--- config.mk ---
export PLATFORM = sky130hd
export DESIGN_NAME = pix_seq_decode
export DESIGN_NICKNAME = d
export VERILOG_FILES = /design/src/row_buf_pkg.sv /design/src/awe_ctrl_pkg.sv /design/src/pix_seq_decode.sv
export SDC_FILE = /design/constraint.sdc
export NUM_CORES = 1
export LEC_CHECK = 0
export ABC_AREA = 1
export BUFFER_PORTS_ARGS = -buffer_cell sky130_fd_sc_hd__buf_2
export CAP_MARGIN = 20
export CORE_UTILIZATION = 33
export CTS_CLUSTER_DIAMETER = 100
export DETAILED_ROUTE_END_ITERATION = 16
export PLACE_DENSITY = 0.78
export SETUP_SLACK_MARGIN = 0.4
export SKIP_LAST_GASP = 1
export SLEW_MARGIN = 25
export SYNTH_ARGS = -nofsm -noshare
export SYNTH_HDL_FRONTEND = slang
export SYNTH_SLANG_ARGS = --single-unit
--- constraint.sdc ---
create_clock -name clk -period 0.8 [get_ports clk]
set_input_delay 0.12 -clock clk [delete_from_list [all_inputs] [get_ports clk]]
set_output_delay 0.12 -clock clk [all_outputs]
set_load 0.01 [all_outputs]
--- src/row_buf_pkg.sv ---
`default_nettype none

package row_buf_pkg;

    ////////////////////////////////////////////////////////////////////////////
    // Data widths
    ////////////////////////////////////////////////////////////////////////////

    localparam int PIXEL_WIDTH = 16;
    localparam int COL_WIDTH   = 8;

    // Top address bit picks the row half of a RAM
    localparam int ADDR_WIDTH = COL_WIDTH + 1;
    localparam int RAM_DEPTH  = 1 << ADDR_WIDTH;

    ////////////////////////////////////////////////////////////////////////////
    // Pixel and address types
    ////////////////////////////////////////////////////////////////////////////

    typedef logic [PIXEL_WIDTH-1:0] pixel_t;

    // Odd RAM pixel in the upper half, even RAM pixel in the lower half
    typedef logic [2*PIXEL_WIDTH-1:0] pixel_pair_t;

    typedef logic [COL_WIDTH-1:0]  col_t;
    typedef logic [ADDR_WIDTH-1:0] row_addr_t;

endpackage

`default_nettype wire

--- src/awe_ctrl_pkg.sv ---
`default_nettype none

package awe_ctrl_pkg;

    ////////////////////////////////////////////////////////////////////////////
    // Layer control
    ////////////////////////////////////////////////////////////////////////////

    // One-hot layer state
    typedef enum logic [5:0] {
        ST_IDLE           = 6'b000001,
        ST_PRIM_BUFFER    = 6'b000010,
        ST_WAIT_PFB_LOAD  = 6'b000100,
        ST_CE_ACTIVE      = 6'b001000,
        ST_FIN_ROW_MATRIC = 6'b010000,
        ST_JOB_DONE       = 6'b100000
    } layer_state_e;

    // Row rotation, one bit per RAM
    typedef logic [1:0] gray_t;

    ////////////////////////////////////////////////////////////////////////////
    // Pixel-sequence word
    ////////////////////////////////////////////////////////////////////////////

    // Half flag on top, then odd column, then even column
    localparam int SEQ_EVEN_MSB = row_buf_pkg::COL_WIDTH - 1;
    localparam int SEQ_ODD_MSB  = 2 * row_buf_pkg::COL_WIDTH - 1;
    localparam int SEQ_HALF_BIT = 2 * row_buf_pkg::COL_WIDTH;

    typedef logic [SEQ_HALF_BIT:0] pix_seq_t;

    // Period of the output cycle counter
    localparam int RENAME_COUNT_MOD = 5;

endpackage

`default_nettype wire

--- src/pix_seq_decode.sv ---
`default_nettype none

module pix_seq_decode (
    input  wire                             clk,
    input  wire                             rst,
    input  wire awe_ctrl_pkg::layer_state_e state,
    input  wire awe_ctrl_pkg::gray_t        gray_code,
    input  wire                             execute,
    input  wire awe_ctrl_pkg::pix_seq_t     pix_seq_datain,
    output row_buf_pkg::row_addr_t          even_addr,
    output row_buf_pkg::row_addr_t          odd_addr,
    output logic                            rd_req
);

    localparam int CW = row_buf_pkg::COL_WIDTH;

    logic              seq_half;
    row_buf_pkg::col_t even_col;
    row_buf_pkg::col_t odd_col;

    // Field split of the sequence word
    assign seq_half = pix_seq_datain[awe_ctrl_pkg::SEQ_HALF_BIT];
    assign even_col = pix_seq_datain[awe_ctrl_pkg::SEQ_EVEN_MSB -: CW];
    assign odd_col  = pix_seq_datain[awe_ctrl_pkg::SEQ_ODD_MSB -: CW];

    // Request only counts while the engine is active
    always_ff @(posedge clk) begin
        if (rst) begin
            rd_req <= 1'b0;
        end else begin
            rd_req <= execute && (state == awe_ctrl_pkg::ST_CE_ACTIVE);
        end
    end

    // Each gray bit flips the row half seen by its RAM
    always_ff @(posedge clk) begin
        even_addr <= {seq_half ^ gray_code[0], even_col};
        odd_addr  <= {seq_half ^ gray_code[1], odd_col};
    end

endmodule

`default_nettype wire

---- Word-level counts from Yosys, hierarchy flattened ----
Index checks and enable logic that the tools add are counted.
word-level totals
  bits in registers ....................... 19
  memories kept ........................... 0
  output and inout bits ................... 19
  bits of input ports ..................... 28
  bits in latches ......................... 0
  bits in writable memories ............... 0
  bits in read-only memories .............. 0
cells by class
  equal/unequal tests ..................... 1
  reduce and logical (&&, ||, !) cells .... 1
  divide/modulo/power cells ............... 0
  bitwise gates (word level) .............. 2
  muxes and demuxes ....................... 0
  shifts and indexed selects .............. 0
  $mul .................................... 0
  add/sub/neg operators ................... 0
  $lt $le $gt $ge ......................... 0
operator list
  operator                                        number
  == test 6 x 4 -> 1 bit (second input constant)  1
  XOR 1 bit                                       2
  logical AND 1 bit                               1

---- Longest topological paths before layout ----
  depth after elaboration ................. 2
  gate-level depth with buffers ........... 4
  depth with buffers taken out ............ 4

---- Worst setup path before layout ----
Ideal clock, no wire load.
  kind .................................... reg-to-output
  start ................................... register even_addr[0]
  end ..................................... output even_addr[0]
  setup slack ............................. 349 ps
  arrival ................................. 331 ps
  required time ........................... 680 ps
  buffers on the path ..................... 0
  cell stages (with the launch flop) ...... 1
  path through ............................ dfxtp_1
RTL lines
  element                 line                  source
  from (decl)             pix_seq_decode.sv:10  output row_buf_pkg::row_addr_t even_addr,
  from (signal assigned)  pix_seq_decode.sv:37  even_addr <= {seq_half ^ gray_code[0], even_col};
No word-level cell between the ends.

---- Worst setup path after layout ----
  start ................................... register even_addr[7]
  end ..................................... output even_addr[7]
No word-level cell between the ends.

==> metrics.md <==
| Metric | Value |
|---|---|
| Maximum buffer depth of the clock tree | `2` |
| Combinational family with the most area after synthesis | `simple AND/OR/NAND/NOR gates` |
| Top-Level Pins | `47` |
| Overall power after layout | `0.00170 W` |
| Area share of and/or/nand/nor cells after synthesis | `6.09%` |
| Power per unit of standard cell area | `2000 nW/um^2` |
| Area of the core | `1160 um^2` |
| Largest net degree at the start of global routing | `11` |
| DR WL/cell | `10.1 um` |
| Y dimension of the die | `38.2 um` |
| Ratio of final minimum period to clock period | `106%` |
| Share of total power in the clock network | `26.3%` |
| Cell Area, Synth | `432 um^2` |
| Library cell used as clock root buffer | `sky130_fd_sc_hd__clkbuf_4` |
| LEAKAGE | `0.426 nW` |
| Rows | `12` |
| Worst hold start | `pix_seq_datain[0]` |
| Net switching fraction of the power | `20.4%` |
| Most frequent cells after synthesis | `sky130_fd_sc_hd__dfxtp_1, sky130_fd_sc_hd__nor2_1, sky130_fd_sc_hd__inv_1, sky130_fd_sc_hd__nand2_1, sky130_fd_sc_hd__xor2_1` |
| Number of max-cap violations | `0` |
| Via density per instance | `3.99` |
| Worst hold slack | `-69.0 ps` |
| Adder-Cell Fraction of Synth Area | `0%` |
| Async set-reset flop share out of synthesis | `0%` |
| Data required, critical path | `680 ps` |
| X dimension of the die | `38.2 um` |
| Number of flops mapped to enable cells by yosys | `0` |
| CP Data Arrival Time | `730 ps` |
| Total congestion overflow after global routing | `0` |
| Top Family by Delay on Critical Path | `flip-flops` |
| Max_slew headroom | `93.2%` |
| Fraction of layout instances using a drive strength above 1 | `85.0%` |
| Global-route wire length before repair | `1210 um` |
| First-pass DRT Iterations | `2` |
| Antenna violations before repair | `0` |
| Failing checks | `negative hold slack, negative setup slack` |
| Fraction of the mapped netlist area in compound gates | `0%` |
| Maximum clock frequency | `1180 MHz` |
| Starting utilization of the core area | `37.3%` |
| Warnings from Yosys | `0` |
| Setup bufs post-CTS | `0` |
| Net count after synthesis | `58` |
| Status | `complete, but fails checks` |
| Series of cell instances along the critical path | `buf_6` |
| Master of the slowest instance on the critical path | `sky130_fd_sc_hd__dfxtp_2` |
| Combined buffer and inverter count along the critical path | `1` |
| Power Internal | `0.00135 W` |
| Overall Global Routing Usage | `13.2%` |
| Total count of max-transition violations in the final report | `0` |
| TritonCTS clock tree | `built` |
| Unrepaired setup endpoints after global routing | `true` |
| Capturing element type of the critical path | `output port` |
| Worst-case vdd ir drop | `0.00124 V` |
| Crit path kind | `reg2out` |
| Vias after detailed routing | `375` |
| Port Buf Inserts | `46` |
| Library cell with the highest instance count after synthesis | `sky130_fd_sc_hd__dfxtp_1` |
| Endpoint of the worst hold-timing path | `even_addr[0]` |
| Part of the Yosys area used for sequential elements | `88.1%` |
| Number of antenna cells inserted | `0` |
| Worst Setup Slack post-DPL | `247 ps` |
| Sort of element at the start of the critical path | `flop` |
| Crit-path max cell delay | `330 ps` |
| Switching power summed over all nets | `0.000346 W` |
| ANT nets after route | `0` |
| Share of total power in combinational logic | `12.7%` |
| Minimum clock period after layout | `846 ps` |
| Launch point of the worst path | `even_addr[7]` |
| Synth-to-Final Area Change | `96.5%` |
| Xor and xnor area share after synthesis | `4.06%` |
| Post-synthesis mux area share | `0%` |
| Number of setup violations in the final report | `19` |
| Number of distinct standard cells referenced by the synthesized netlist | `5` |
| Count of H-tree levels built during CTS | `1` |
| DRC marker count from the first detailed-route iteration | `1` |
| Die area | `1460 um^2` |
| Share of power burned in registers | `61.0%` |
| Count of mapped cells out of synthesis | `30` |
| Number of nets in the final layout | `109` |
| Final count of hold timing violations | `16` |
| Worst hold path type | `in2reg` |
| Slew at the pin with the worst max-slew slack | `101 ps` |
| Inst Count DP | `90` |
| Via count of the first global-routing pass | `308` |
| Hold path cells | `1` |
| Leading cell types by total area after synthesis | `sky130_fd_sc_hd__dfxtp_1, sky130_fd_sc_hd__nor2_1, sky130_fd_sc_hd__xor2_1` |
| Final Wtd Congestion | `0.618` |
| Final non-filler cell total | `94` |
| Largest fanout on the critical path | `1` |
| Minimum setup slack in the final design | `-45.5 ps` |
| Wire length reported by the detailed router | `954 um` |
| Cell type with the largest total area after synthesis | `sky130_fd_sc_hd__dfxtp_1` |
| Number of buffers added by the clock tree synthesis step | `3` |
| Share of the synthesized area in the top cell type | `88.1%` |
| Number of clock sinks seen by CTS | `19` |
| Avg Cell Area, Syn | `14.4 um^2` |
| DRC violation count after routing | `0` |
| Most used DFF post-synth | `sky130_fd_sc_hd__dfxtp_1` |
| Register bit total from synthesis | `19` |
| Clock Pin Slew Worst Setup and Hold Paths | `90 ps` |
==> metal layers <==
layer	share of wire (%)	vias to the layer above	track usage (%)
met5	0	-	0
met4	1.0	0	8.04
met3	13	2	6.98
met2	50	34	22.5
met1	35	151	12.3
li1	-	188	-
==> state kept, by name, indices dropped and copies added (netlist names) <==
name       count
rd_req         1
even_addr      9
odd_addr       9
==> placed cells by master (no fill, tap or decap) <==
| cell | instances |
|---|---|
| sky130_fd_sc_hd__buf_2 | 27 |
| sky130_fd_sc_hd__dfxtp_2 | 19 |
| sky130_fd_sc_hd__buf_6 | 19 |
| sky130_fd_sc_hd__nor2_1 | 5 |
| sky130_fd_sc_hd__clkbuf_4 | 3 |
| sky130_fd_sc_hd__xor2_1 | 2 |
| sky130_fd_sc_hd__inv_1 | 2 |
| sky130_fd_sc_hd__nand2_1 | 2 |
| sky130_fd_sc_hd__clkbuf_1 | 1 |
==> how the worst max path moves through the flow <==
stage | end | slack [ps] | cells past startpoint
finish | even_addr[7] | -50 | 1
global route | rd_req | -80 | 1
CTS | rd_req | -60 | 1
detailed placement | rd_req | 250 | 4
global placement | odd_addr[4] | 260 | 1
floorplan | even_addr[0] | 360 | 0
==> layout make-up <==
cell class,count,area (um^2)
sequential,19,404
clock buffer,4,26.3
inverter,2,7.51
fill,83,308
multi-input combinational,9,43.8
tap,14,17.5
timing repair buffer,46,349
==> through the flow <==
stage               util, %  instance area [um^2]  TNS [ps]  hold WS [ps]
CTS                    73.4                   848      -985         -81.2
finish                 73.4                   848      -703         -69.0
global route           73.4                   848     -1390         -94.6
detailed placement     60.8                   703         0           224
floorplan                 -                   455         0           148
global placement       60.8                   703         0           223
==> power groups by stage <==
stage / Clock, W / Sequential [W] / Combinational, W
after floorplan: 0 / 0.00107 / 0.0000130
after global placement: 0 / 0.00104 / 0.000155
final: 0.000446 / 0.00103 / 0.000216
after detailed placement: 0 / 0.00104 / 0.000159
after global routing: 0.000516 / 0.00104 / 0.000232
after CTS: 0.000472 / 0.00103 / 0.000217
==> logic make-up (layout without fill, tap and decap cells) <==
logic type / count (synthesis) / count (layout)
buf+inv: 2 / 52
simple gates: 7 / 7
xor+xnor: 2 / 2
flops: 19 / 19
==> repair_timing <==
action | CTS | global route
resized for setup | 19 | 0
setup endpoints to repair | 19 | 19
cloned | 0 | 0
hold endpoints to repair | 18 | 18
Note: power is estimated with default switching activity, not from simulation.
