### config.mk
export PLATFORM = sky130hd
export DESIGN_NAME = row_rename_result
export DESIGN_NICKNAME = d
export VERILOG_FILES = /design/src/row_buf_pkg.sv /design/src/awe_ctrl_pkg.sv /design/src/row_rename_result.sv
export SDC_FILE = /design/constraint.sdc
export NUM_CORES = 1
export LEC_CHECK = 0
export BUFFER_PORTS_ARGS = -buffer_cell sky130_fd_sc_hd__buf_2
export CORE_ASPECT_RATIO = 1.25
export CORE_UTILIZATION = 35
export CTS_BUF_LIST = sky130_fd_sc_hd__clkbuf_16
export DETAILED_ROUTE_END_ITERATION = 8
export PLACE_DENSITY = 0.65
export SLEW_MARGIN = 20
export SYNTH_ARGS = -nofsm -noshare
export SYNTH_HDL_FRONTEND = slang
export SYNTH_SLANG_ARGS = --single-unit
### constraint.sdc
create_clock -name clk -period 2.5 [get_ports clk]
set_input_delay 0.25 -clock clk [delete_from_list [all_inputs] [get_ports clk]]
set_output_delay 0.25 -clock clk [all_outputs]
set_load 0.005 [all_outputs]
### src/row_buf_pkg.sv
`default_nettype none

package row_buf_pkg;

    ////////////////////////////////////////////////////////////////////////////
    // Data widths
    ////////////////////////////////////////////////////////////////////////////

    localparam int PIXEL_WIDTH = 16;
    localparam int COL_WIDTH   = 8;

    // Top address bit picks the row half of a RAM
    localparam int ADDR_WIDTH = COL_WIDTH + 1;
    localparam int RAM_DEPTH  = 1 << ADDR_WIDTH;

    ////////////////////////////////////////////////////////////////////////////
    // Pixel and address types
    ////////////////////////////////////////////////////////////////////////////

    typedef logic [PIXEL_WIDTH-1:0] pixel_t;

    // Odd RAM pixel in the upper half, even RAM pixel in the lower half
    typedef logic [2*PIXEL_WIDTH-1:0] pixel_pair_t;

    typedef logic [COL_WIDTH-1:0]  col_t;
    typedef logic [ADDR_WIDTH-1:0] row_addr_t;

endpackage

`default_nettype wire

### src/awe_ctrl_pkg.sv
`default_nettype none

package awe_ctrl_pkg;

    ////////////////////////////////////////////////////////////////////////////
    // Layer control
    ////////////////////////////////////////////////////////////////////////////

    // One-hot layer state
    typedef enum logic [5:0] {
        ST_IDLE           = 6'b000001,
        ST_PRIM_BUFFER    = 6'b000010,
        ST_WAIT_PFB_LOAD  = 6'b000100,
        ST_CE_ACTIVE      = 6'b001000,
        ST_FIN_ROW_MATRIC = 6'b010000,
        ST_JOB_DONE       = 6'b100000
    } layer_state_e;

    // Row rotation, one bit per RAM
    typedef logic [1:0] gray_t;

    ////////////////////////////////////////////////////////////////////////////
    // Pixel-sequence word
    ////////////////////////////////////////////////////////////////////////////

    // Half flag on top, then odd column, then even column
    localparam int SEQ_EVEN_MSB = row_buf_pkg::COL_WIDTH - 1;
    localparam int SEQ_ODD_MSB  = 2 * row_buf_pkg::COL_WIDTH - 1;
    localparam int SEQ_HALF_BIT = 2 * row_buf_pkg::COL_WIDTH;

    typedef logic [SEQ_HALF_BIT:0] pix_seq_t;

    // Period of the output cycle counter
    localparam int RENAME_COUNT_MOD = 5;

endpackage

`default_nettype wire

### src/row_rename_result.sv
`default_nettype none

module row_rename_result (
    input  wire                      clk,
    input  wire                      rst,
    input  wire                      rd_issue,
    input  wire awe_ctrl_pkg::gray_t gray_code,
    input  wire row_buf_pkg::pixel_t even_data,
    input  wire row_buf_pkg::pixel_t odd_data,
    output logic                     pixel_valid,
    output logic                     rename_strobe,
    output row_buf_pkg::pixel_t      rename_value
);

    localparam int CNT_W = $clog2(awe_ctrl_pkg::RENAME_COUNT_MOD);

    typedef logic [CNT_W-1:0] count_t;

    localparam count_t COUNT_LAST = count_t'(awe_ctrl_pkg::RENAME_COUNT_MOD - 1);

    logic   valid_q;
    count_t out_count;
    count_t qual_count;
    logic   take_even;
    logic   qualify;

    // Matches the two-cycle RAM read
    always_ff @(posedge clk) begin
        if (rst) begin
            valid_q     <= 1'b0;
            pixel_valid <= 1'b0;
        end else begin
            valid_q     <= rd_issue;
            pixel_valid <= valid_q;
        end
    end

    // Position of each valid output within the sequence period
    always_ff @(posedge clk) begin
        if (rst) begin
            out_count <= '0;
        end else if (pixel_valid) begin
            if (out_count == COUNT_LAST) begin
                out_count <= '0;
            end else begin
                out_count <= out_count + count_t'(1);
            end
        end
    end

    ////////////////////////////////////////////////////////////////////////////
    // Rename capture
    ////////////////////////////////////////////////////////////////////////////

    always_comb begin
        case (gray_code)
            2'b00: begin
                qual_count = count_t'(2);
                take_even  = 1'b0;
            end
            2'b01: begin
                qual_count = count_t'(2);
                take_even  = 1'b1;
            end
            2'b11: begin
                qual_count = count_t'(0);
                take_even  = 1'b0;
            end
            default: begin
                qual_count = count_t'(0);
                take_even  = 1'b1;
            end
        endcase
    end

    assign qualify = pixel_valid && (out_count == qual_count);

    always_ff @(posedge clk) begin
        if (rst) begin
            rename_strobe <= 1'b0;
        end else begin
            rename_strobe <= qualify;
        end
    end

    always_ff @(posedge clk) begin
        if (qualify) begin
            rename_value <= take_even ? even_data : odd_data;
        end
    end

endmodule

`default_nettype wire

* Yosys cells after proc, flatten, opt, wreduce, memory -nomap -nowiden
Index checks and enable logic that the tools add are counted.
** Word-level totals
- Bits in registers :: 22
- Input port bits :: 37
- Logic and storage cells :: 17
** Cells by class
- Eq/ne operators :: 4
- Reduce and logical (&&, ||, !) cells :: 4
- Multiplexer cells :: 3
- Add/subtract/negate cells :: 1
** Operators by type and width (count)
- 2-to-1 mux 16 bit :: 1
- OR reduction 2 bit :: 2
- adder 3 x 1 -> 3 bit, second input constant :: 1
- equality test 3 bit :: 1
- equality test 3 bit, second input constant :: 1
- 2-to-1 mux 3 bit :: 1
- equality test 2 x 1 -> 1 bit, second input constant :: 1
- equality test 2 bit, second input constant :: 1
- logical NOT 2 bit :: 1
- 2-to-1 mux 2 bit :: 1
- logical AND 1 bit :: 1

* Depth between registers and ports, before layout
Gate-level depths: netlist of the first run.
- Depth after elaboration :: 5
- Mapped depth :: 5

* Least setup slack after synthesis of the first run
No wires, ideal clock.
- Path kind :: input port to flip-flop
- Start :: input gray_code[0]
- End :: register rename_value[0], enable pin
- Arrival :: 1.832 ns
- Slack :: 0.259 ns
- Cell stages on the path :: 5
- Cells stage by stage :: inv_1 > ha_1 > nor2_1 > xnor2_1 > nor3_1
** On the way
- Cells in the longest elaborated chain, start to end :: 5
- Elaborated cells on any way between the ends :: 6
** Ends and longest elaborated chain
- start, declared :: RTL line row_rename_result.sv:7 : input wire awe_ctrl_pkg::gray_t gray_code,
- equality test 2 x 1 -> 1 bit or logical NOT 2 bit (tied branches) :: RTL line row_rename_result.sv:56 : case (gray_code)
- OR reduction 2 bit (no line) *
- 2-to-1 mux 2 bit * :: RTL line row_rename_result.sv:56
- equality test 3 bit * :: RTL line row_rename_result.sv:76 : assign qualify = pixel_valid && (out_count == qual_count);
- logical AND 1 bit * :: RTL line row_rename_result.sv:76
- named net qualify :: RTL line row_rename_result.sv:25 : logic qualify;
- end signal, assigned :: RTL line row_rename_result.sv:88 : rename_value <= take_even ? even_data : odd_data;
- end, declared :: RTL line row_rename_result.sv:12 : output row_buf_pkg::pixel_t rename_value
The timed path passes the listed nets; every way through them passes the cells marked *.
A chain may end at the register's enable or synchronous reset.

* Final worst setup path of the first run
- Start :: input gray_code[0]
- End :: register rename_value[2] (data pin)
** On the way
- Cells in the longest elaborated chain, start to end :: 3
- Elaborated cells on any way between the ends :: 4
** Ends and longest elaborated chain (RTL line)
- equality test 2 bit or logical NOT 2 bit (tied branches) :: row_rename_result.sv:56
- OR reduction 2 bit (no line) *
- 2-to-1 mux 16 bit * :: row_rename_result.sv:88
Mark *: on every way between the ends. The rest lies on a longest branch, timed or not.

==> results of run 1 <==
-- final timing paths --
| kind | to | slack, ns | cells after the start | from |
|---|---|---|---|---|
| worst max-delay path | rename_value[2]$_DFFE_PP_ | 1.23 | 5 | gray_code[0] |
| worst min-delay path | valid_q$_SDFF_PP0_ | 0.20 | 2 | rd_issue |
| worst max register to register | rename_value[7]$_DFFE_PP_ | 1.28 | 3 | pixel_valid$_SDFF_PP0_ |
| worst min register to register | pixel_valid$_SDFF_PP0_ | 0.44 | 1 | valid_q$_SDFF_PP0_ |
-- power breakdown --
group          switching [mW]  total [mW]  internal [mW]  leakage (nW)
Sequential            0.00350       0.410          0.406         0.194
Clock                   0.126       0.403          0.277        0.0493
Combinational          0.0391       0.108         0.0691         0.409
Total                   0.169       0.921          0.753         0.653
-- through the flow --
step / worst slack, ns / instance area, sq um / std cells / utilization
2_1_floorplan: 0.2589 / 1011 / 65 / -
3_3_place_gp: 0.9750 / 1313 / 153 / 0.4850
3_5_place_dp: 0.9451 / 1313 / 153 / 0.4850
4_1_cts: 1.211 / 1413 / 157 / 0.5220
5_1_grt: 1.160 / 1413 / 157 / 0.5220
6_report: 1.231 / 1413 / 157 / 0.5220
-- worst max-delay path, stage by stage --
cell    delay (ns)
buf_2         0.09
inv_1         0.04
ha_1          0.27
buf_4         0.26
mux2_2        0.37
-- cell families (layout without fill, tap and decap cells) --
kind of cell | Yosys count | count (layout) | synth area share
xor+xnor | 1 | 1 | 0.008665
simple gates | 12 | 12 | 0.06188
buf+inv | 6 | 64 | 0.04579
flops | 22 | 22 | 0.5941
mux | 16 | 16 | 0.2153
fa+ha+maj | 4 | 4 | 0.04951
compound gates | 4 | 4 | 0.02475
-- registers in the layout, summed over array words and instances, names as in the netlist --
| name | cells |
|---|---|
| rename_strobe | 1 |
| out_count | 3 |
| rename_value | 16 |
| valid_q | 1 |
| pixel_valid | 1 |
-- cell usage after synthesis --
library cell / count / area share
edfxtp_1: 16 / 0.48
mux2_4: 10 / 0.15
dfxtp_1: 6 / 0.12
mux2_2: 6 / 0.067
ha_1: 4 / 0.050
inv_1: 4 / 0.015
a21oi_1: 3 / 0.015
nand2_1: 2 / 0.0074
nand2b_1: 2 / 0.012
nand3_1: 2 / 0.0099
nor2b_1: 2 / 0.012
nor3_1: 2 / 0.0099
buf_12: 1 / 0.020
buf_6: 1 / 0.011
nor2_1: 1 / 0.0037
nor4_1: 1 / 0.0062
o211a_1: 1 / 0.0099
xnor2_1: 1 / 0.0087
-- placed cells by master, fill, tap and decap left out --
master	instances
buf_2	54
o211a_1	1
nand3_1	2
inv_1	4
ha_1	4
nor2b_1	2
dfxtp_1	6
buf_4	2
nor2_1	1
nor3_2	1
a21oi_1	3
nand2_1	2
nor3_1	1
clkbuf_16	4
nor4_1	1
mux2_2	6
nand2b_1	2
xnor2_1	1
mux2_4	10
edfxtp_1	16
-- routing by layer --
layer	up-vias	track usage	wire [um]	share of wire
met3	4	0.03650	125	0.074
met4	0	0.06122	27	0.016
met1	314	0.1309	659	0.39
met5	-	0	0	0
met2	29	0.1981	873	0.52
li1	350	-	-	-
-- layout make-up --
cell class,instances,area share
repair buffers,56,0.2019
multi-input cells,37,0.2613
flip-flops and latches,22,0.4252
inverters,4,0.01063
well taps,34,0.03012
clock buffers,4,0.07086
==> run summary, run 1 <==
Synth Area per Inst - 15.55 sq um
# rows - 21
Die area - 3109 sq um
DP HPWL - 1320 um
Num Clock Sinks - 22
Cts repair resizes - 0
Synthesized flop and latch total - 22
Final GP Congestion - 0.6584
Worst Max-Slew Pin Slew - 0.2568 ns
Core Region - 2706 sq um
Reg clk slew, reported paths - 0.06 ns
Arrival @ worst endpoint - 1.27 ns
Data required, critical path - 2.51 ns
Share of cells above drive strength 1 - 0.6260
Diode count - 0
Syn_nets - 106
Power consumption - 0.9214 mW
Setup TNS - 0 ns
WHS - 0.2035 ns
H-tree Lvls - 1
IO buf count - 54
TritonCTS Buffers - 3
Fmax - 788.2 MHz
Vias - 697
Worst setup EP type - flip-flop
CTS tree - done
Worst-Skew Late Latency - 0.25 ns
Overall routing resource usage - 0.1159
HP Class - input port to flip-flop
Synth unique cells - 18
First-pass GRT wire length - 2573 um
Hold violation count in the final report - 0
Storage cell area - 600.6 sq um
Clock Tree Buf Depth - 2
Die X - 50.07 um
Clk_skew - 0.001252 ns
Crit path launch type - input port
Pre-antenna DRT Iters - 4
Final WL - 1685 um
Initial antenna violation count - 0
Maxcap violations - 0
LEAKAGE - 0.6526 nW
Crit path max fanout - 16
Power density cells - 652.3 nW/um^2
Initial drt markers - 10
Max VDD drop - 336.6 uV
Via density - 4.439
Final setup viols - 0
Nets - 165
Cells after Synth - 65
Initial Util - 0.3736
Drt wl/cell - 10.73 um
Post-Syn Area - 1011 sq um
Relative slew slack - 0.8288
Overflow after GRT - 0
Height of the die - 62.09 um
Critical path class - input port to flip-flop
Seq/Total Area, Yosys - 0.5941
Post-CTS Setup Bufs - 0
YS warnings - 0
Root Buffer - clkbuf_16
RSZ-0062 raised after global routing - no
Final min period - 1.269 ns
DRC Markers - 0
Antenna-violating nets left - 0
Layout filler cell count - 238
Status - completed
# IOs - 55
P&R area growth vs syn - 39.73%
Hold_buf cts - 0
Area of the multi-input gates - 369.1 sq um
Vias in the first global route - 588
Max-slew violation count - 0
Tcrit/Tclk final - 0.5075
Pin count of the biggest net entering global routing - 17
Power figures use the tool's default switching activity.
==> run 2, diff against run 1 <==
Settings changed: PLACE_DENSITY 0.65 to 0.68.
Clock period 2.5 ns to 1 ns, I/O delays scaled along.
==> run 2 against run 1 <==
Effect of this change:
- the flow now finishes with violations (setup timing)
- worst setup slack worse by 1.4 ns
- sequential power up 150%
- non-clock buffer count up 7
- critical path type is now flip-flop to flip-flop
- largest cell class unchanged
==> run summary, run 2 (same netlist as run 1, synthesis figures left out) <==
Status - finished with violations
Failing checks - setup timing
Num Clock Sinks - 22
TritonCTS Buffers - 3
Worst Max-Slew Pin Slew - 0.2267 ns
IO buf count - 54
Final core occ - 0.5982
H-tree Lvls - 1
Max reg flops - 16
Fmax - 890.0 MHz
RSZ-0062 raised after global routing - yes
Crit path launch type - flip-flop
Max VDD drop - 801.0 uV
Clk_skew - 0.0009394 ns
Worst setup EP type - flip-flop
Initial antenna violation count - 0
Finished Layout Cells - 164
Most frequent cells in the layout - 52 x buf_2, 16 x mux2_4, 16 x edfxtp_1
# rows - 21
Routed wl met2 - 1248 um
Metal3 WL - 95 um
Relative slew slack - 0.8482
Max-slew violation count - 0
Placed Instances - 157
WHS - 0.06120 ns
Via density - 4.506
Largest reg by FF count - rename_value
Fin worst setup slack - -0.1236 ns
Uppermost layer routed - met4
Final GP Congestion - 0.8006
Power density cells - 1390 nW/um^2
P&R area growth vs syn - 60.15%
Overall routing resource usage - 0.1345
Arrival @ worst endpoint - 1.09 ns
DRC Markers - 0
Vias in the first global route - 707
Antenna-violating nets left - 0
CTS tree - done
Final WL - 2074 um
Share of cells above drive strength 1 - 0.7615
Initial Util - 0.3736
Routed metal-1 wirelength - 683 um
Vias - 739
# IOs - 55
Worst reg-to-reg setup slack - -0.12 ns
LEAKAGE - 0.7270 nW
Final setup viols - 18
HP Class - input port to flip-flop
Critical path class - flip-flop to flip-flop
Drt wl/cell - 12.65 um
First-pass GRT wire length - 3001 um
Tcrit/Tclk final - 1.124
Initial drt markers - 20
Clock Tree Buf Depth - 2
Reg clk slew, reported paths - 0.06 ns
Die area - 3109 sq um
Root Buffer - clkbuf_16
Overflow after GRT - 0
Most common library cell in the layout ignoring fill and taps - buf_2
Core Region - 2706 sq um
Diode count - 0
DP HPWL - 1605 um
Pin count of the biggest net entering global routing - 13
Hold violation count in the final report - 0
Pre-antenna DRT Iters - 4
Maxcap violations - 0
Final min period - 1.124 ns
Largest registers - rename_value (16), out_count (3)
Die X - 50.07 um
Worst-Skew Late Latency - 0.25 ns
Height of the die - 62.09 um
Nets - 172
Data required, critical path - 0.97 ns
Crit path max fanout - 10
==> run 2: cell count changes in the layout (fill, tap and decap cells not counted), moves of 2 or more <==
cell | before | now
buf_12 | 0 | 2
buf_2 | 54 | 52
buf_4 | 2 | 6
buf_6 | 0 | 3
dfxtp_1 | 6 | 3
dfxtp_4 | 0 | 2
ha_1 | 4 | 1
ha_4 | 0 | 3
inv_1 | 4 | 1
mux2_2 | 6 | 0
mux2_4 | 10 | 16
nand2_1 | 2 | 0
==> run 2: stage by stage <==
stage / power (mW) / cell area [sq um] / worst slack [ns] / TNS, ns
after global placement: 1.370 / 1440 / -0.3326 / -10.39
after detailed placement: 1.385 / 1440 / -0.3561 / -10.63
after CTS: 2.256 / 1605 / -0.1167 / -1.880
final: 2.250 / 1619 / -0.1236 / -1.950
after global routing: 2.321 / 1619 / -0.1719 / -2.898
after floorplan: 1.280 / 1117 / -0.2966 / -6.700
==> run 2: report_power, final <==
group	total, mW	leakage [nW]	switching (mW)	internal, mW
Combinational	0.391	0.492	0.139	0.252
Clock	0.839	0.0385	0.306	0.533
Sequential	1.02	0.196	0.00814	1.01
==> run 2: final cells by class <==
type / count / area, sq um
multi-input combinational: 37 / 474.2
fill: 201 / 1087
sequential: 22 / 609.3
clock buffer: 3 / 75.07
timing repair buffer: 63 / 379.1
inverter: 4 / 35.03
tap: 34 / 42.54
clock inverter: 1 / 3.754
==> run 2: final timing paths <==
check / start / end / cells past startpoint
max: out_count[1]$_SDFFE_PP0P_ / rename_value[7]$_DFFE_PP_ / 3
min: rd_issue / valid_q$_SDFF_PP0_ / 2
max reg2reg: out_count[1]$_SDFFE_PP0P_ / rename_value[7]$_DFFE_PP_ / 3
min reg2reg: valid_q$_SDFF_PP0_ / pixel_valid$_SDFF_PP0_ / 1
==> run 2: what timing repair did <==
item | CTS | global route
endpoints found under the setup margin | 34 | 20
pin swaps | 2 | 3
hold buffers | 0 | 0
setup buffers | 3 | 0
gates resized for setup | 9 | 4
==> run 2: routing by layer <==
metal	track usage	vias to the layer above
met1	0.1267	342
met2	0.2533	25
met5	0	-
met3	0.02920	6
met4	0.1102	0
li1	-	366
==> run 2: critical path, stage by stage (launching register included) <==
cell and delay [ns]:
dfxtp_4 0.35, xnor2_2 0.15, nor3_4 0.15, buf_6 0.18
==> run 3, diff against run 2 <==
Settings changed: CELL_PAD_IN_SITES_DETAIL_PLACEMENT set to 1, CELL_PAD_IN_SITES_GLOBAL_PLACEMENT set to 2, CORE_UTILIZATION 35 to 24, CTS_BUF_LIST sky130_fd_sc_hd__clkbuf_16 to not set, PLACE_DENSITY 0.68 to not set, PLACE_DENSITY_LB_ADDON set to 0.1.
==> run 3 against run 2 <==
Effect of this change:
- the flow still finishes with violations (setup timing)
- register-to-register slack about the same
- worst setup slack worse by 0.012 ns
- die area increased by 44%
- non-clock buffer count up 1
- sequential share of layout area decreased by 0.17 points
- final cell count grew 14%
- via count rose by 2.6%
- critical path depth grew 1
- sequential cell count unchanged
- clock-buffer cell count unchanged
- largest cell class unchanged
- largest power group unchanged
- highest routed layer unchanged
==> run summary, run 3 (same netlist as run 1, synthesis figures left out) <==
Die X - 60.05 um
TritonCTS Buffers - 3
FF-to-FF Start - out_count[0]$_SDFFE_PP0P_
Final min period - 1.135 ns
Failing checks - setup timing
Final setup viols - 17
Vias - 758
# rows - 26
Largest registers - rename_value (16), out_count (3)
Die area - 4478 sq um
Worst R2R End - rename_value[9]$_DFFE_PP_
Pre-antenna DRT Iters - 4
Overall routing resource usage - 0.1041
LEAKAGE - 0.7198 nW
Worst Hold Launch - rd_issue
Worst setup EP type - flip-flop
Fmax - 880.9 MHz
H-tree Lvls - 1
Place WS - -0.3227 ns
Drt wl/cell - 11.59 um
Initial Util - 0.2486
Height of the die - 74.57 um
Area of the multi-input gates - 464.2 sq um
Max VDD drop - 533.7 uV
Arrival @ worst endpoint - 1.11 ns
Hold violation count in the final report - 0
HP Class - input port to flip-flop
Most common library cell in the layout ignoring fill and taps - buf_2
Vias in the first global route - 783
Instance area after placement - 1535 sq um
Max reg flops - 16
CTS tree - done
Final GP Congestion - 0.6758
WHS - 0.05492 ns
Critical path class - flip-flop to flip-flop
RSZ-0062 raised after global routing - yes
Most frequent cells in the layout - 52 x buf_2, 16 x mux2_4, 16 x edfxtp_1
Via density - 4.053
Maxcap violations - 0
Crit path launch type - flip-flop
Core Region - 4066 sq um
Overflow after GRT - 0
Share of cells above drive strength 1 - 0.7481
Worst reg-to-reg setup slack - -0.14 ns
Relative slew slack - 0.8608
IO buf count - 54
Power density cells - 1212 nW/um^2
Root Buffer - clkbuf_8
Initial antenna violation count - 0
Reg clk slew, reported paths - 0.08 ns
Worst Max-Slew Pin Slew - 0.2078 ns
Initial drt markers - 7
Crit path max fanout - 16
Worst-Skew Late Latency - 0.25 ns
Storage cell area - 609.3 sq um
DRC Markers - 0
Pin count of the biggest net entering global routing - 17
Critical Path End - rename_value[9]$_DFFE_PP_
Layout filler cell count - 466
Max-slew violation count - 0
Data required, critical path - 0.97 ns
Post-CTS Setup Bufs - 0
Num Clock Sinks - 22
Tcrit/Tclk final - 1.135
DP HPWL - 1818 um
Status - finished with violations
Largest reg by FF count - rename_value
Clk_skew - 0.004205 ns
P&R area growth vs syn - 60.89%
Nets - 173
Finished Cell Area - 1627 sq um
Crit. Startpoint - out_count[0]$_SDFFE_PP0P_
First-pass GRT wire length - 3408 um
Fin worst setup slack - -0.1352 ns
Final WL - 2167 um
Clock Tree Buf Depth - 2
Antenna-violating nets left - 0
# IOs - 55
R2R depth - 4
Diode count - 0
run 3: cell types whose count changed in the layout (fill, tap and decap cells not counted):
| cell | before | now |
|---|---|---|
| buf_6 | 3 | 4 |
| clkbuf_8 | 0 | 3 |
| clkbuf_16 | 3 | 0 |
| buf_12 | 2 | 3 |
| buf_4 | 6 | 5 |
| nor3_2 | 1 | 0 |
| nor3_1 | 0 | 1 |
| nand3_1 | 1 | 2 |
| nand3_2 | 1 | 0 |
run 3: power breakdown:
group	leakage, nW	switching [mW]	total, mW	internal, mW
Combinational	0.501	0.141	0.406	0.265
Sequential	0.196	0.00869	1.02	1.01
Clock	0.0231	0.272	0.545	0.273
run 3: timing repair:
item / CTS / global route
setup endpoints to repair: 33 / 29
gates resized for setup: 6 / 6
hold buffers: 0 / 0
hold endpoints to repair: 0 / 0
pin swaps: 2 / 5
run 3: metal layers:
layer / GRT usage / vias to the layer above / wire (um)
met5: 0 / - / 0
met4: 0.04651 / 0 / 35
met3: 0.04000 / 2 / 204
met2: 0.1704 / 36 / 1048
met1: 0.1194 / 352 / 880
li1: - / 368 / -
run 3: how the worst min path moves through the flow:
stage	endpoint	slack, ns	depth (start not counted)
finish	valid_q$_SDFF_PP0_	0.05	2
detailed placement	valid_q$_SDFF_PP0_	0.32	2
global route	valid_q$_SDFF_PP0_	0.07	2
global placement	valid_q$_SDFF_PP0_	0.32	2
floorplan	out_count[0]$_SDFFE_PP0P_	0.16	1
CTS	valid_q$_SDFF_PP0_	0.06	2
run 3: cell type report:
cell class	instances	area share
clock buffer	3	0.02538
clock inverter	1	0.002308
inverter	4	0.02154
multi-input combinational	37	0.2854
sequential	22	0.3746
tap	56	0.04308
timing repair buffer	64	0.2477
run 3: worst max-delay path: stages, from the launching register on:
cell and delay [ns]:
dfxtp_2 0.33, inv_2 0.08, nand2_4 0.06, nor3_4 0.19, buf_12 0.18
run 3: stage by stage:
step | TNS [ns] | utilization | power (mW) | instances
floorplan | -6.700 | - | 1.280 | 65
global placement | -9.722 | 0.3775 | 1.436 | 183
detailed placement | -10.23 | 0.3775 | 1.447 | 183
CTS | -2.469 | 0.3951 | 1.998 | 187
global route | -3.028 | 0.4000 | 2.060 | 187
finish | -2.134 | 0.4000 | 1.971 | 187
