## src/row_buf_pkg.sv

```systemverilog
`default_nettype none

package row_buf_pkg;

    ////////////////////////////////////////////////////////////////////////////
    // Data widths
    ////////////////////////////////////////////////////////////////////////////

    localparam int PIXEL_WIDTH = 16;
    localparam int COL_WIDTH   = 8;

    // Top address bit picks the row half of a RAM
    localparam int ADDR_WIDTH = COL_WIDTH + 1;
    localparam int RAM_DEPTH  = 1 << ADDR_WIDTH;

    ////////////////////////////////////////////////////////////////////////////
    // Pixel and address types
    ////////////////////////////////////////////////////////////////////////////

    typedef logic [PIXEL_WIDTH-1:0] pixel_t;

    // Odd RAM pixel in the upper half, even RAM pixel in the lower half
    typedef logic [2*PIXEL_WIDTH-1:0] pixel_pair_t;

    typedef logic [COL_WIDTH-1:0]  col_t;
    typedef logic [ADDR_WIDTH-1:0] row_addr_t;

endpackage

`default_nettype wire

```

## src/awe_ctrl_pkg.sv

```systemverilog
`default_nettype none

package awe_ctrl_pkg;

    ////////////////////////////////////////////////////////////////////////////
    // Layer control
    ////////////////////////////////////////////////////////////////////////////

    // One-hot layer state
    typedef enum logic [5:0] {
        ST_IDLE           = 6'b000001,
        ST_PRIM_BUFFER    = 6'b000010,
        ST_WAIT_PFB_LOAD  = 6'b000100,
        ST_CE_ACTIVE      = 6'b001000,
        ST_FIN_ROW_MATRIC = 6'b010000,
        ST_JOB_DONE       = 6'b100000
    } layer_state_e;

    // Row rotation, one bit per RAM
    typedef logic [1:0] gray_t;

    ////////////////////////////////////////////////////////////////////////////
    // Pixel-sequence word
    ////////////////////////////////////////////////////////////////////////////

    // Half flag on top, then odd column, then even column
    localparam int SEQ_EVEN_MSB = row_buf_pkg::COL_WIDTH - 1;
    localparam int SEQ_ODD_MSB  = 2 * row_buf_pkg::COL_WIDTH - 1;
    localparam int SEQ_HALF_BIT = 2 * row_buf_pkg::COL_WIDTH;

    typedef logic [SEQ_HALF_BIT:0] pix_seq_t;

    // Period of the output cycle counter
    localparam int RENAME_COUNT_MOD = 5;

endpackage

`default_nettype wire

```

## src/row_buf_execute.sv

```systemverilog
`default_nettype none

module row_buf_execute (
    input  wire                             clk,
    input  wire                             rst,
    input  wire awe_ctrl_pkg::layer_state_e state,
    input  wire awe_ctrl_pkg::gray_t        gray_code,
    input  wire row_buf_pkg::col_t          input_row,
    input  wire row_buf_pkg::col_t          input_col,
    input  wire row_buf_pkg::col_t          num_input_cols,
    input  wire                             pfb_rden,
    input  wire                             last_kernel,
    input  wire                             matric_valid,
    input  wire row_buf_pkg::pixel_t        matric_pixel,
    input  wire row_buf_pkg::col_t          row_matric_addr,
    input  wire row_buf_pkg::row_addr_t     even_addr,
    input  wire row_buf_pkg::row_addr_t     odd_addr,
    input  wire                             rd_req,
    input  wire                             rename_strobe,
    input  wire row_buf_pkg::pixel_t        rename_value,
    output logic                            even_wr_en,
    output row_buf_pkg::row_addr_t          even_wr_addr,
    output row_buf_pkg::pixel_t             even_wr_data,
    output logic                            odd_wr_en,
    output row_buf_pkg::row_addr_t          odd_wr_addr,
    output row_buf_pkg::pixel_t             odd_wr_data,
    output row_buf_pkg::row_addr_t          even_rd_addr,
    output row_buf_pkg::row_addr_t          odd_rd_addr,
    output logic                            rd_issue
);

    logic prim_load;
    logic row_update;
    logic gray_eq;
    logic rd_fire;

    logic                   even_en_d;
    logic                   odd_en_d;
    row_buf_pkg::row_addr_t even_addr_d;
    row_buf_pkg::row_addr_t odd_addr_d;
    row_buf_pkg::pixel_t    even_data_d;
    row_buf_pkg::pixel_t    odd_data_d;

    assign prim_load = (state == awe_ctrl_pkg::ST_PRIM_BUFFER) && pfb_rden
                       && (input_col <= num_input_cols);

    assign row_update = ((state == awe_ctrl_pkg::ST_CE_ACTIVE)
                         || (state == awe_ctrl_pkg::ST_FIN_ROW_MATRIC)) && last_kernel;

    // Equal gray bits put the incoming row in the odd RAM
    assign gray_eq = (gray_code[0] == gray_code[1]);

    assign rd_fire = rd_req && (state == awe_ctrl_pkg::ST_CE_ACTIVE);

    ////////////////////////////////////////////////////////////////////////////
    // Write port selection
    ////////////////////////////////////////////////////////////////////////////

    always_comb begin
        even_en_d   = 1'b0;
        odd_en_d    = 1'b0;
        even_addr_d = {1'b0, input_col};
        odd_addr_d  = {1'b0, input_col};
        // Load data also comes through the pixel delay line
        even_data_d = matric_pixel;
        odd_data_d  = matric_pixel;

        if (prim_load) begin
            case (input_row)
                row_buf_pkg::col_t'(0): begin
                    even_en_d = 1'b1;
                    odd_en_d  = 1'b1;
                end
                row_buf_pkg::col_t'(1): begin
                    odd_en_d   = 1'b1;
                    odd_addr_d = {1'b1, input_col};
                end
                row_buf_pkg::col_t'(2): begin
                    even_en_d   = 1'b1;
                    even_addr_d = {1'b1, input_col};
                end
                default: ;
            endcase
        end

        // Incoming row of the next tile
        if (row_update && matric_valid) begin
            if (gray_eq) begin
                odd_en_d   = 1'b1;
                odd_addr_d = {gray_code[0], row_matric_addr};
            end else begin
                even_en_d   = 1'b1;
                even_addr_d = {gray_code[0], row_matric_addr};
            end
        end

        // Saved pixel goes to the RAM the row matric leaves alone
        if (row_update && rename_strobe) begin
            if (gray_eq) begin
                even_en_d   = 1'b1;
                even_addr_d = {gray_code[1], row_matric_addr};
                even_data_d = rename_value;
            end else begin
                odd_en_d   = 1'b1;
                odd_addr_d = {gray_code[1], row_matric_addr};
                odd_data_d = rename_value;
            end
        end
    end

    ////////////////////////////////////////////////////////////////////////////
    // Port registers
    ////////////////////////////////////////////////////////////////////////////

    always_ff @(posedge clk) begin
        if (rst) begin
            even_wr_en <= 1'b0;
            odd_wr_en  <= 1'b0;
            rd_issue   <= 1'b0;
        end else begin
            even_wr_en <= even_en_d;
            odd_wr_en  <= odd_en_d;
            rd_issue   <= rd_fire;
        end
    end

    always_ff @(posedge clk) begin
        even_wr_addr <= even_addr_d;
        odd_wr_addr  <= odd_addr_d;
        even_wr_data <= even_data_d;
        odd_wr_data  <= odd_data_d;
        if (rd_fire) begin
            even_rd_addr <= even_addr;
            odd_rd_addr  <= odd_addr;
        end
    end

endmodule

`default_nettype wire

```

## config.mk

```make
export PLATFORM = sky130hd
export DESIGN_NAME = row_buf_execute
export DESIGN_NICKNAME = d
export VERILOG_FILES = /design/src/row_buf_pkg.sv /design/src/awe_ctrl_pkg.sv /design/src/row_buf_execute.sv
export SDC_FILE = /design/constraint.sdc
export NUM_CORES = 1
export LEC_CHECK = 0
export BUFFER_PORTS_ARGS = -buffer_cell sky130_fd_sc_hd__buf_2
export CORE_MARGIN = 1.5
export CORE_UTILIZATION = 48
export CTS_BUF_LIST = sky130_fd_sc_hd__clkbuf_8
export DETAILED_ROUTE_END_ITERATION = 8
export GPL_TIMING_DRIVEN = 1
export PLACE_DENSITY = 0.88
export SYNTH_ARGS = -nofsm -noshare
export SYNTH_HDL_FRONTEND = slang
export SYNTH_SLANG_ARGS = --single-unit
```

## constraint.sdc

```tcl
create_clock -name clk -period 3.1 [get_ports clk]
set_input_delay 0.155 -clock clk [delete_from_list [all_inputs] [get_ports clk]]
set_output_delay 0.155 -clock clk [all_outputs]
set_load 0.05 [all_outputs]
```

* Word-level counts from Yosys, hierarchy flattened
Index checks and enable logic that the tools add are counted.
Word-level totals: logic and storage cells 54, bits in registers 71, output and inout port bits 71, input port bits 97
Cells by class: reduce and logical (&&, ||, !) cells 10, eq/ne operators 6, multiplexer cells 28, $lt $le $gt $ge 1
Operator list (count):
- two-way mux 9 bit | 12
- two-way mux 16 bit | 4
- two-way mux 1 bit | 12
- == test 8 x 1 -> 1 bit (second input constant) | 1
- == test 8 x 2 -> 1 bit (second input constant) | 1
- less-or-equal comparator 8 bit | 1
- zero test 8 bit | 1
- == test 6 x 2 -> 1 bit (second input constant) | 1
- == test 6 x 4 -> 1 bit (second input constant) | 1
- == test 6 x 5 -> 1 bit (second input constant) | 1
- logical AND 1 bit | 6
- OR reduction 2 bit | 2
- == test 1 bit | 1
- logical OR 1 bit | 1

* Longest topological paths before layout
Gate-level depths: netlist (run 1).
depth after elaboration 8, mapped depth 7, mapped depth without buffers 7

* Worst setup path before layout (run 1)
No wires, ideal clock.
path type input to register, from in state[1], to reg even_wr_data[10], stages on the path 5, buffers on the path 1, library setup time 0.121 ns, arrival 1.323 ns, path slack 1.656 ns, required time 2.979 ns, cells stage by stage nor4_4 -> nand3_4 -> nor2_4 -> buf_12 -> mux2_4
Between the ends: longest elaborated chain between the ends 5, elaborated cells on any way between the ends 6, those cells by class 2 x eq/ne; 1 x mux; 3 x reduce/logical
RTL lines:
- start: declaration | line row_buf_execute.sv:6 | input wire awe_ctrl_pkg::layer_state_e state,
- == test 6 x 4 -> 1 bit or == test 6 x 5 -> 1 bit (tied branches) | line row_buf_execute.sv:47, row_buf_execute.sv:48
- logical OR 1 bit (*) | line row_buf_execute.sv:48 | || (state == awe_ctrl_pkg::ST_FIN_ROW_MATRIC)) && last_kernel;
- logical AND 1 bit (*) | line row_buf_execute.sv:48
- logical AND 1 bit (*) | line row_buf_execute.sv:98 | if (row_update && rename_strobe) begin
- two-way mux 16 bit (*) | line row_buf_execute.sv:98
- via even_data_d[10] | line row_buf_execute.sv:41 | row_buf_pkg::pixel_t even_data_d;
- end signal: assignment | line row_buf_execute.sv:130 | even_wr_data <= even_data_d;
- end: declaration | line row_buf_execute.sv:23 | output row_buf_pkg::pixel_t even_wr_data,
Mark *: on every way through the listed nets, which the timed path passes. The rest lies on a longest branch. A chain may end at the register's enable or synchronous reset.

* Final worst setup path (run 1)
from in state[1], to reg odd_wr_data[0]
Between the ends: longest elaborated chain between the ends 5, elaborated cells on any way between the ends 6, those cells by class 2 x eq/ne; 1 x mux; 3 x reduce/logical
RTL lines:
- == test 6 x 4 -> 1 bit or == test 6 x 5 -> 1 bit (tied branches) | line row_buf_execute.sv:47, row_buf_execute.sv:48
- logical OR 1 bit (*) | line row_buf_execute.sv:48
- logical AND 1 bit (*) | line row_buf_execute.sv:48
- logical AND 1 bit (*) | line row_buf_execute.sv:98
- two-way mux 16 bit (*) | line row_buf_execute.sv:98
- via odd_data_d[0] | line row_buf_execute.sv:42 | row_buf_pkg::pixel_t odd_data_d;
- end signal: assignment | line row_buf_execute.sv:131 | odd_wr_data <= odd_data_d;
- end: declaration | line row_buf_execute.sv:26 | output row_buf_pkg::pixel_t odd_wr_data,
Marked as above.

==> metrics.cfg, run 1 <==
[timing]
worstMarginPinSlew_ps=593
timing.final.setup_violations=0
timing.final.crit_period_ps=1520
achievable_clock_frequency_ghz=0.659
finalHoldViolCount=0
max-slew-margin-rel_pct=60.1
slew_violations=0
rsz0062_at_grt=no
fin_setup_tns_ps=0
timing.final.crit_share_pct=48.9

[drt]
drt_iter0_drc=79
route.detailed.drc=0
wl_um=6420
postRouteAntennaNets=0
routed_len_inst_um=14.0
via_per_inst=4.75
via_count=2169
first_pass_iters=4

[global_routing]
antenna_found_initial=0
globalRouteTotalUtil_pct=20.8
grt_max_degree=20
global_route.overflow_total=0
global_route_wire_length_before_repair_um=9490
first_global_vias=2096

[worst_setup_path]
worst-endpoint-arrival_ps=1730
critical_path.endpoint_type=register
worstPathMaxFanout=16
criticalPathCategory=in2reg
worst_ep_required_time_ps=3320
start_kind=input pin

[finish]
sequential_standard_cell_area_um2=1600
areaGrowthSynthToFinish_pct=46.6
fillerInstances=386
finalNetCount=485
multi_input_logic_area_um2=1060
antenna-diode-count=0
final_layout_size_suffix_gt1_share_pct=61.8
layout.cells.most_common=buf_2
layout.cells.most_common_list=buf_2, dfxtp_1, mux2_2, mux2_4, edfxtp_1

[power_and_ir_drop]
cellPowerDensity_nw_per_um2=532
vdd_ir_drop_max_v=0.000323
p_total_uw=2140
leakage_uw=0.00189

[clock_network]
cts_repair_resize_count=0
cts_buffers=9
clock_tree.root_cell=clkbuf_8
cts-root-to-sink-buffers=2
tritoncts=done
htreeDepth=3
clkSlewWorstSetupHoldPaths_ps=70
cts.sink_count=71

[floorplanning]
die_outline_area_um2=6180
boundaryPins=168
initial_core_utilization_pct=49.8
die_h_um=78.6
fp-row-count=27
die_width_um=78.6
coreArea_um2=5510

[logic_synthesis]
synthesis.area_um2=2740
yosys.cell_types.count=32
synth_top_area_share_pct=38.7
synth_area_leader_cell=dfxtp_1
yosys-top-cells-area=dfxtp_1, edfxtp_1, mux2_2
synth_cells=187
yosysSeqAreaShare_pct=58.4
synth-warning-count=0
syn_avg_cell_area_um2=14.7
syn-num-nets=292
synth-seq-cells=71

[placement]
io_buffer_count=167
gpl.final_weighted_congestion=0.786
place_hpwl_um=4920

[outcome]
status=completed

[hold_path]
holdPathStages=1
min_path_type=in2reg

[job]
drv_cap=0

## per-layer routing
metal / routed length [um] / track usage [%] / vias to the layer above
met5: 0 / 0 / -
met1: 2460 / 22.5 / 986
met3: 467 / 4.53 / 13
li1: - / - / 1060
met2: 3340 / 37.8 / 110
met4: 146 / 10.9 / 0
## where the power goes
group | switching [uW] | internal (uW)
registers | 8.15 | 985
logic | 213 | 132
clock network | 329 | 472
## cells in the mapped netlist, drive strengths merged
| library cell | n |
|---|---|
| nor3b | 1 |
| nor2 | 2 |
| dfxtp | 53 |
| nand2 | 9 |
| o21a | 1 |
| and4b | 1 |
| edfxtp | 18 |
| or4b | 1 |
| and3 | 1 |
| nand2b | 2 |
| o41ai | 2 |
| nor4 | 2 |
| mux2 | 47 |
| or3b | 1 |
| buf | 2 |
| ha | 8 |
| mux2i | 1 |
| nand3 | 3 |
| o2111ai | 1 |
| nand4 | 2 |
| a21oi | 7 |
| nor2b | 1 |
| inv | 11 |
| o21ai | 5 |
| xor2 | 2 |
| o22ai | 1 |
| xnor2 | 1 |
| nor3 | 1 |
## layout make-up
type / count / area share [%]
clock buffer: 10 / 3.42
clock inverter: 6 / 2.12
inverter: 11 / 1.03
multi-input combinational: 103 / 26.4
sequential: 71 / 39.8
tap: 72 / 2.24
timing repair buffer: 184 / 25.0
## cell families after synthesis
kind of cell             Yosys count  synth area share [%]
adder cells (fa/ha/maj)            8                  3.65
XOR/XNOR                           3                 0.958
AO/OA/AOI/OAI                     17                  4.47
buffers and inverters             13                  2.97
multiplexers                      48                  22.4
AND/OR/NAND/NOR                   27                  7.16
flip-flops                        71                  58.4
## through the flow
step / utilization (%) / hold slack [ps] / setup slack (ps) / std cells / area, um2
floorplan: - / 224 / 1660 / 187 / 2740
global placement: 65.9 / 332 / 1290 / 424 / 3630
detailed placement: 65.9 / 333 / 1230 / 424 / 3630
CTS: 73.0 / 0.294 / 1590 / 457 / 4020
global route: 73.0 / 6.08 / 1490 / 457 / 4020
finish: 73.0 / 15.9 / 1580 / 457 / 4020
## worst paths after layout
check,startpoint,end
worst max-delay path,state[1],odd_wr_data[0]
worst min-delay path,even_addr[5],even_rd_addr[5]
## flip-flops by register name, summed over array words and instances, names as in the netlist
| register | cells |
|---|---|
| even_wr_data | 16 |
| odd_wr_data | 16 |
| even_rd_addr | 9 |
| even_wr_addr | 9 |
| odd_rd_addr | 9 |
| odd_wr_addr | 9 |
| even_wr_en | 1 |
| odd_wr_en | 1 |
| rd_issue | 1 |
## timing repair
| item | in CTS | in global routing |
|---|---|---|
| hold endpoints to repair | 17 | 0 |
| hold buffers | 17 | 0 |
| setup buffers | 0 | 0 |
| setup endpoints to repair | 0 | 0 |
## critical path, stage by stage
cell and delay (ps):
buf_2 120, nor4_4 330, nand3_4 190, nor2_4 530
mux2_2 400
Note: power is estimated with default switching activity, not from simulation.
==> inputs of run 2 (changes only) <==
Settings changed: CORE_UTILIZATION 48 to 40, PLACE_DENSITY 0.88 to 0.78.
Clock period 3.1 ns to 1.3 ns, I/O delays scaled along.
==> metrics.cfg, run 2 (synthesis results as in run 1) <==
[placement]
place_hpwl_um=5210  ; +5.9%
io_buffer_count=167  ; unchanged
gpl.final_weighted_congestion=0.736  ; -6.4%
dp_cells=447  ; +5.4%

[worst_setup_path]
critical_path.endpoint_type=register
worst_ep_required_time_ps=1530  ; -1790 ps
worst_setup_path_endpoint=odd_wr_data[0]
start_kind=input pin
worstPathMaxFanout=16  ; unchanged
worst-endpoint-arrival_ps=1370  ; -360 ps
worstSetupStartpoint=state[1]
criticalPathCategory=in2reg

[drt]
postRouteAntennaNets=0  ; unchanged
route.detailed.drc=0  ; unchanged
drt_iter0_drc=86  ; +8.9%
wl_um=8220  ; +28%
via_count=2476  ; +14%
routed_len_inst_um=15.6  ; +11%
via_per_inst=4.71  ; -0.82%
first_pass_iters=4  ; unchanged

[finish]
final_core_area_utilization_pct=71.6  ; -1.4 points
fillerInstances=423  ; +9.6%
instances_no_fill=526  ; +15%
layout.cells.most_common=buf_2
layout_top_registers=even_wr_data: 16 flops, odd_wr_data: 16 flops
areaGrowthSynthToFinish_pct=69.5
layout.cells.most_common_list=buf_2, dlygate4sd3_1, dfxtp_1, mux2_2, mux2_4
final_layout_size_suffix_gt1_share_pct=57.4  ; -4.5 points
finalNetCount=548  ; +13%

[global_routing]
grt_max_degree=20  ; unchanged
first_global_vias=2612  ; +25%
globalRouteTotalUtil_pct=22.8  ; +1.9 points
global_route_wire_length_before_repair_um=12600  ; +32%
antenna_found_initial=0  ; unchanged
global_route.overflow_total=0  ; unchanged

[hold_path]
min_path_type=in2reg

[clock_network]
cts_buffers=9  ; unchanged
clock_tree.root_cell=clkbuf_8
cts.sink_count=71  ; unchanged
tritoncts=done
cts-root-to-sink-buffers=2  ; unchanged
postCtsSetupBuffers=0  ; unchanged
htreeDepth=3  ; unchanged
clkSlewWorstSetupHoldPaths_ps=80  ; about the same

[job]
drv_cap=0  ; unchanged

[power_and_ir_drop]
cellPowerDensity_nw_per_um2=1090  ; +110%
vdd_ir_drop_max_v=0.000835  ; +160%
leakage_uw=0.00216  ; +15%

[floorplanning]
coreArea_um2=6490  ; +18%
boundaryPins=168  ; unchanged
die_h_um=85.8  ; +9.2%
initial_core_utilization_pct=42.2  ; -7.6 points
die_outline_area_um2=7360  ; +19%
die_width_um=85.8  ; +9.2%
fp-row-count=29  ; +7.4%

[timing]
max-slew-margin-rel_pct=73.1  ; +13 points
achievable_clock_frequency_ghz=0.875
timing.final.crit_period_ps=1140
finalHoldViolCount=0  ; unchanged
slew_violations=0  ; unchanged
timing.final.crit_share_pct=87.9
timing.final.setup_violations=0  ; unchanged
rsz0062_at_grt=no
worstMarginPinSlew_ps=399  ; -194 ps

[outcome]
status=completed

run 2: area by class of cell:
| type | instances | area (um2) | area share, % |
|---|---|---|---|
| multi-input combinational | 103 | 1060 | 22.8 |
| sequential | 71 | 1600 | 34.4 |
| antenna | 1 | 2.50 | 0.0538 |
| clock buffer | 9 | 124 | 2.66 |
| timing repair buffer | 247 | 1650 | 35.6 |
| tap | 77 | 96.3 | 2.07 |
| inverter | 11 | 41.3 | 0.888 |
| clock inverter | 7 | 70.1 | 1.51 |
run 2: stage by stage:
stage	instance area (um2)	total power, uW	setup WS [ps]	TNS [ps]	hold slack (ps)
finish	4650	5080	157	0	27.9
global route	4650	5300	8.19	0	37.4
CTS	4650	5110	172	0	16.0
detailed placement	3830	3230	-190	-8820	243
global placement	3830	3220	-147	-8030	242
floorplan	2740	2910	-30.7	-615	134
run 2: repair_timing:
action / CTS / global route
hold endpoints to repair: 70 / 0
setup endpoints to repair: 0 / 1
hold buffers: 62 / 0
resized for setup: 0 / 0
run 2: how the worst min path moves through the flow:
stage	from	end	slack (ps)	cells after the start
after global placement	odd_addr[6]	odd_rd_addr[6]	240	1
final	input_row[1]	even_wr_addr[8]	30	3
after detailed placement	even_addr[4]	even_rd_addr[4]	240	1
after global routing	input_row[1]	even_wr_addr[8]	40	3
after floorplan	rst	odd_wr_en	130	1
after CTS	input_row[1]	even_wr_addr[8]	20	3
run 2: power by group:
part	leakage [uW]	switching [uW]	internal, uW
registers	0.000607	22.6	2350
logic	0.00146	551	426
clock network	0.0000960	851	886
run 2: critical path, stage by stage:
cell and delay (ps):
buf_2 130, nor4_4 310, nand3_4 180, nor2_4 150, buf_12 180, mux2_2 360
run 2: metal layers:
layer | part of all wire (%) | routed length (um) | up-vias | global-route usage (%)
li1 | - | - | 1192 | -
met1 | 36 | 2990 | 1156 | 22.5
met5 | 0 | 0 | - | 0
met3 | 6.6 | 545 | 10 | 5.49
met2 | 56 | 4560 | 118 | 45.1
met4 | 1.5 | 122 | 0 | 8.80
==> inputs of run 3 (changes only) <==
Settings changed: CORE_ASPECT_RATIO set to 0.75.
==> metrics.cfg, run 3 (synthesis results as in run 1) <==
[outcome]
status=finished, violations left
violations=design-rule violations

[finish]
layout_top_registers=even_wr_data: 16 flops, odd_wr_data: 16 flops
instances_no_fill=528  ; +0.38%
antenna-diode-count=0  ; -1
final_core_area_utilization_pct=71.7  ; +0.11 points
layout.cells.most_common_list=buf_2, dlygate4sd3_1, dfxtp_1, mux2_2, mux2_4
final_layout_size_suffix_gt1_share_pct=57.7  ; +0.35 points
layout.cells.most_common=buf_2
finalNetCount=547  ; -0.18%
post-route-cell-area_um2=4640  ; -0.16%
areaGrowthSynthToFinish_pct=69.3
fillerInstances=469  ; +11%

[drt]
wl_um=8280  ; +0.79%
postRouteAntennaNets=0  ; unchanged
drt_iter0_drc=98  ; +14%
via_count=2474  ; -0.081%
via_per_inst=4.69  ; -0.46%
first_pass_iters=6  ; +2
routed_len_inst_um=15.7  ; +0.41%
route.detailed.drc=11  ; +11

[clock_network]
cts_buffers=9  ; unchanged
clkSlewWorstSetupHoldPaths_ps=80  ; about the same
clock_tree.root_cell=clkbuf_8
tritoncts=done
cts-root-to-sink-buffers=2  ; unchanged
htreeDepth=3  ; unchanged
cts.sink_count=71  ; unchanged

[global_routing]
grt_max_degree=20  ; unchanged
globalRouteTotalUtil_pct=22.2  ; -0.53 points
antenna_found_initial=0  ; unchanged
first_global_vias=2562  ; -1.9%
global_route_wire_length_before_repair_um=12300  ; -2.4%
global_route.overflow_total=0  ; unchanged

[hold_path]
min_path_type=in2reg
holdCritStartpoint=input_col[0]
timing.hold.worst_endpoint=odd_wr_addr[0]
holdPathStages=3  ; unchanged

[power_and_ir_drop]
fraction_of_power_consumed_by_the_clock_network_pct=35.5  ; +1.3 points
cellPowerDensity_nw_per_um2=1120  ; +2.1%
total_switching_power_uw=1490  ; +4.4%
switching_share_pct=28.7  ; +0.67 points
leakage_uw=0.00216  ; about the same
power_frac_seq_pct=45.7  ; -0.9 points
combinational_power_share_pct=18.8  ; -0.4 points
internal_power_uw=3700  ; +0.99%
vdd_ir_drop_max_v=0.000731  ; -13%

[worst_setup_path]
cp_num_cells=7  ; +1
worst-endpoint-arrival_ps=1440  ; +70 ps
criticalPathCategory=in2reg
cell_chain_critical_path=buf_2 -> ha_1 -> nand4_1 -> o21ai_0 -> o21ai_1 -> buf_4 -> o41ai_1
worstPathBufferInverterCount=2  ; unchanged
worst_ep_required_time_ps=1540  ; about the same
critPathTopFamily=compound AO/OA/AOI/OAI gates
worstPathMaxFanout=3  ; -13
cp_slowest_cell=ha_1
critical_path.endpoint_type=register
slowest_delay_ps=320  ; -40 ps
start_kind=input pin

[placement]
dp_cells=452  ; +1.1%
gpl.final_weighted_congestion=0.794  ; +7.9%
io_buffer_count=167  ; unchanged
dpl_cell_area_um2=3830  ; unchanged
place_hpwl_um=5540  ; +6.4%

[timing]
max-slew-margin-rel_pct=78.3  ; +5.2 points
timing.final.crit_share_pct=92.3  ; +4.4 points
finalHoldViolCount=0  ; unchanged
timing.final.setup_violations=0  ; unchanged
slew_violations=0  ; unchanged
worstMarginPinSlew_ps=322  ; -77.1 ps
achievable_clock_frequency_ghz=0.833  ; -4.8%
rsz0062_at_grt=no
fin_setup_tns_ps=0  ; unchanged
timing.final.crit_period_ps=1200  ; +57.5 ps

[floorplanning]
die_width_um=98.6  ; +15%
die_h_um=74.7  ; -13%
fp-row-count=25  ; -14%
die_outline_area_um2=7370  ; about the same
coreArea_um2=6470  ; -0.31%
boundaryPins=168  ; unchanged
initial_core_utilization_pct=42.4  ; +0.13 points

[job]
drv_cap=0  ; unchanged

==> run 3: cell count changes in the layout (fill, tap and decap cells not counted), sizes merged <==
cell         delta
diode           -1
buf             +1
dlygate4sd3     -2
inv             +2
clkinv          -2
==> run 3: layout make-up <==
class | instances | area (um2) | share of cell area [%]
repair buffers | 246 | 1630 | 35.1
flip-flops and latches | 71 | 1600 | 34.5
multi-input cells | 103 | 1060 | 22.8
clock buffers | 9 | 124 | 2.67
well taps | 81 | 101 | 2.18
clock inverters | 7 | 85.1 | 1.83
inverters | 11 | 41.3 | 0.889
==> run 3: worst max path at each step <==
stage                  from               end  slack, ps
2_1_floorplan      state[1]  even_wr_data[10]        -30
3_3_place_gp   input_col[3]   even_wr_addr[8]       -230
3_5_place_dp   input_col[7]   even_wr_addr[8]       -300
4_1_cts        input_col[7]   even_wr_addr[8]         70
5_1_grt        input_col[7]   even_wr_addr[8]         20
6_report       input_col[3]   even_wr_addr[8]        100
==> run 3: metal layers <==
layer | part of all wire, % | GRT usage, % | vias to the layer above
li1 | - | - | 1185
met1 | 35 | 22.2 | 1162
met2 | 55 | 43.8 | 107
met3 | 7.6 | 7.99 | 20
met4 | 2.3 | 7.94 | 0
met5 | 0 | 0 | -
==> run 3: through the flow <==
step / power [uW] / setup WS, ps / hold WS [ps]
final: 5180 / 99.9 / 25.9
after CTS: 5230 / 68.2 / 3.15
after global placement: 3220 / -233 / 242
after detailed placement: 3240 / -299 / 244
after global routing: 5400 / 22.2 / 32.5
after floorplan: 2910 / -30.7 / 134
==> run 3: what timing repair did <==
| item | in CTS | in global routing |
|---|---|---|
| setup buffers | 0 | 0 |
| gates resized for setup | 0 | 1 |
| hold buffers | 60 | 0 |
| endpoints found under the hold margin | 70 | 0 |
| setup endpoints to repair | 0 | 1 |
==> run 3: power groups by stage <==
stage               registers, uW  clock network [uW]  logic (uW)
floorplan                    2730                   0         180
global placement             2420                   0         801
detailed placement           2420                   0         821
CTS                          2370                1900         966
global route                 2380                1990        1030
finish                       2370                1840         976
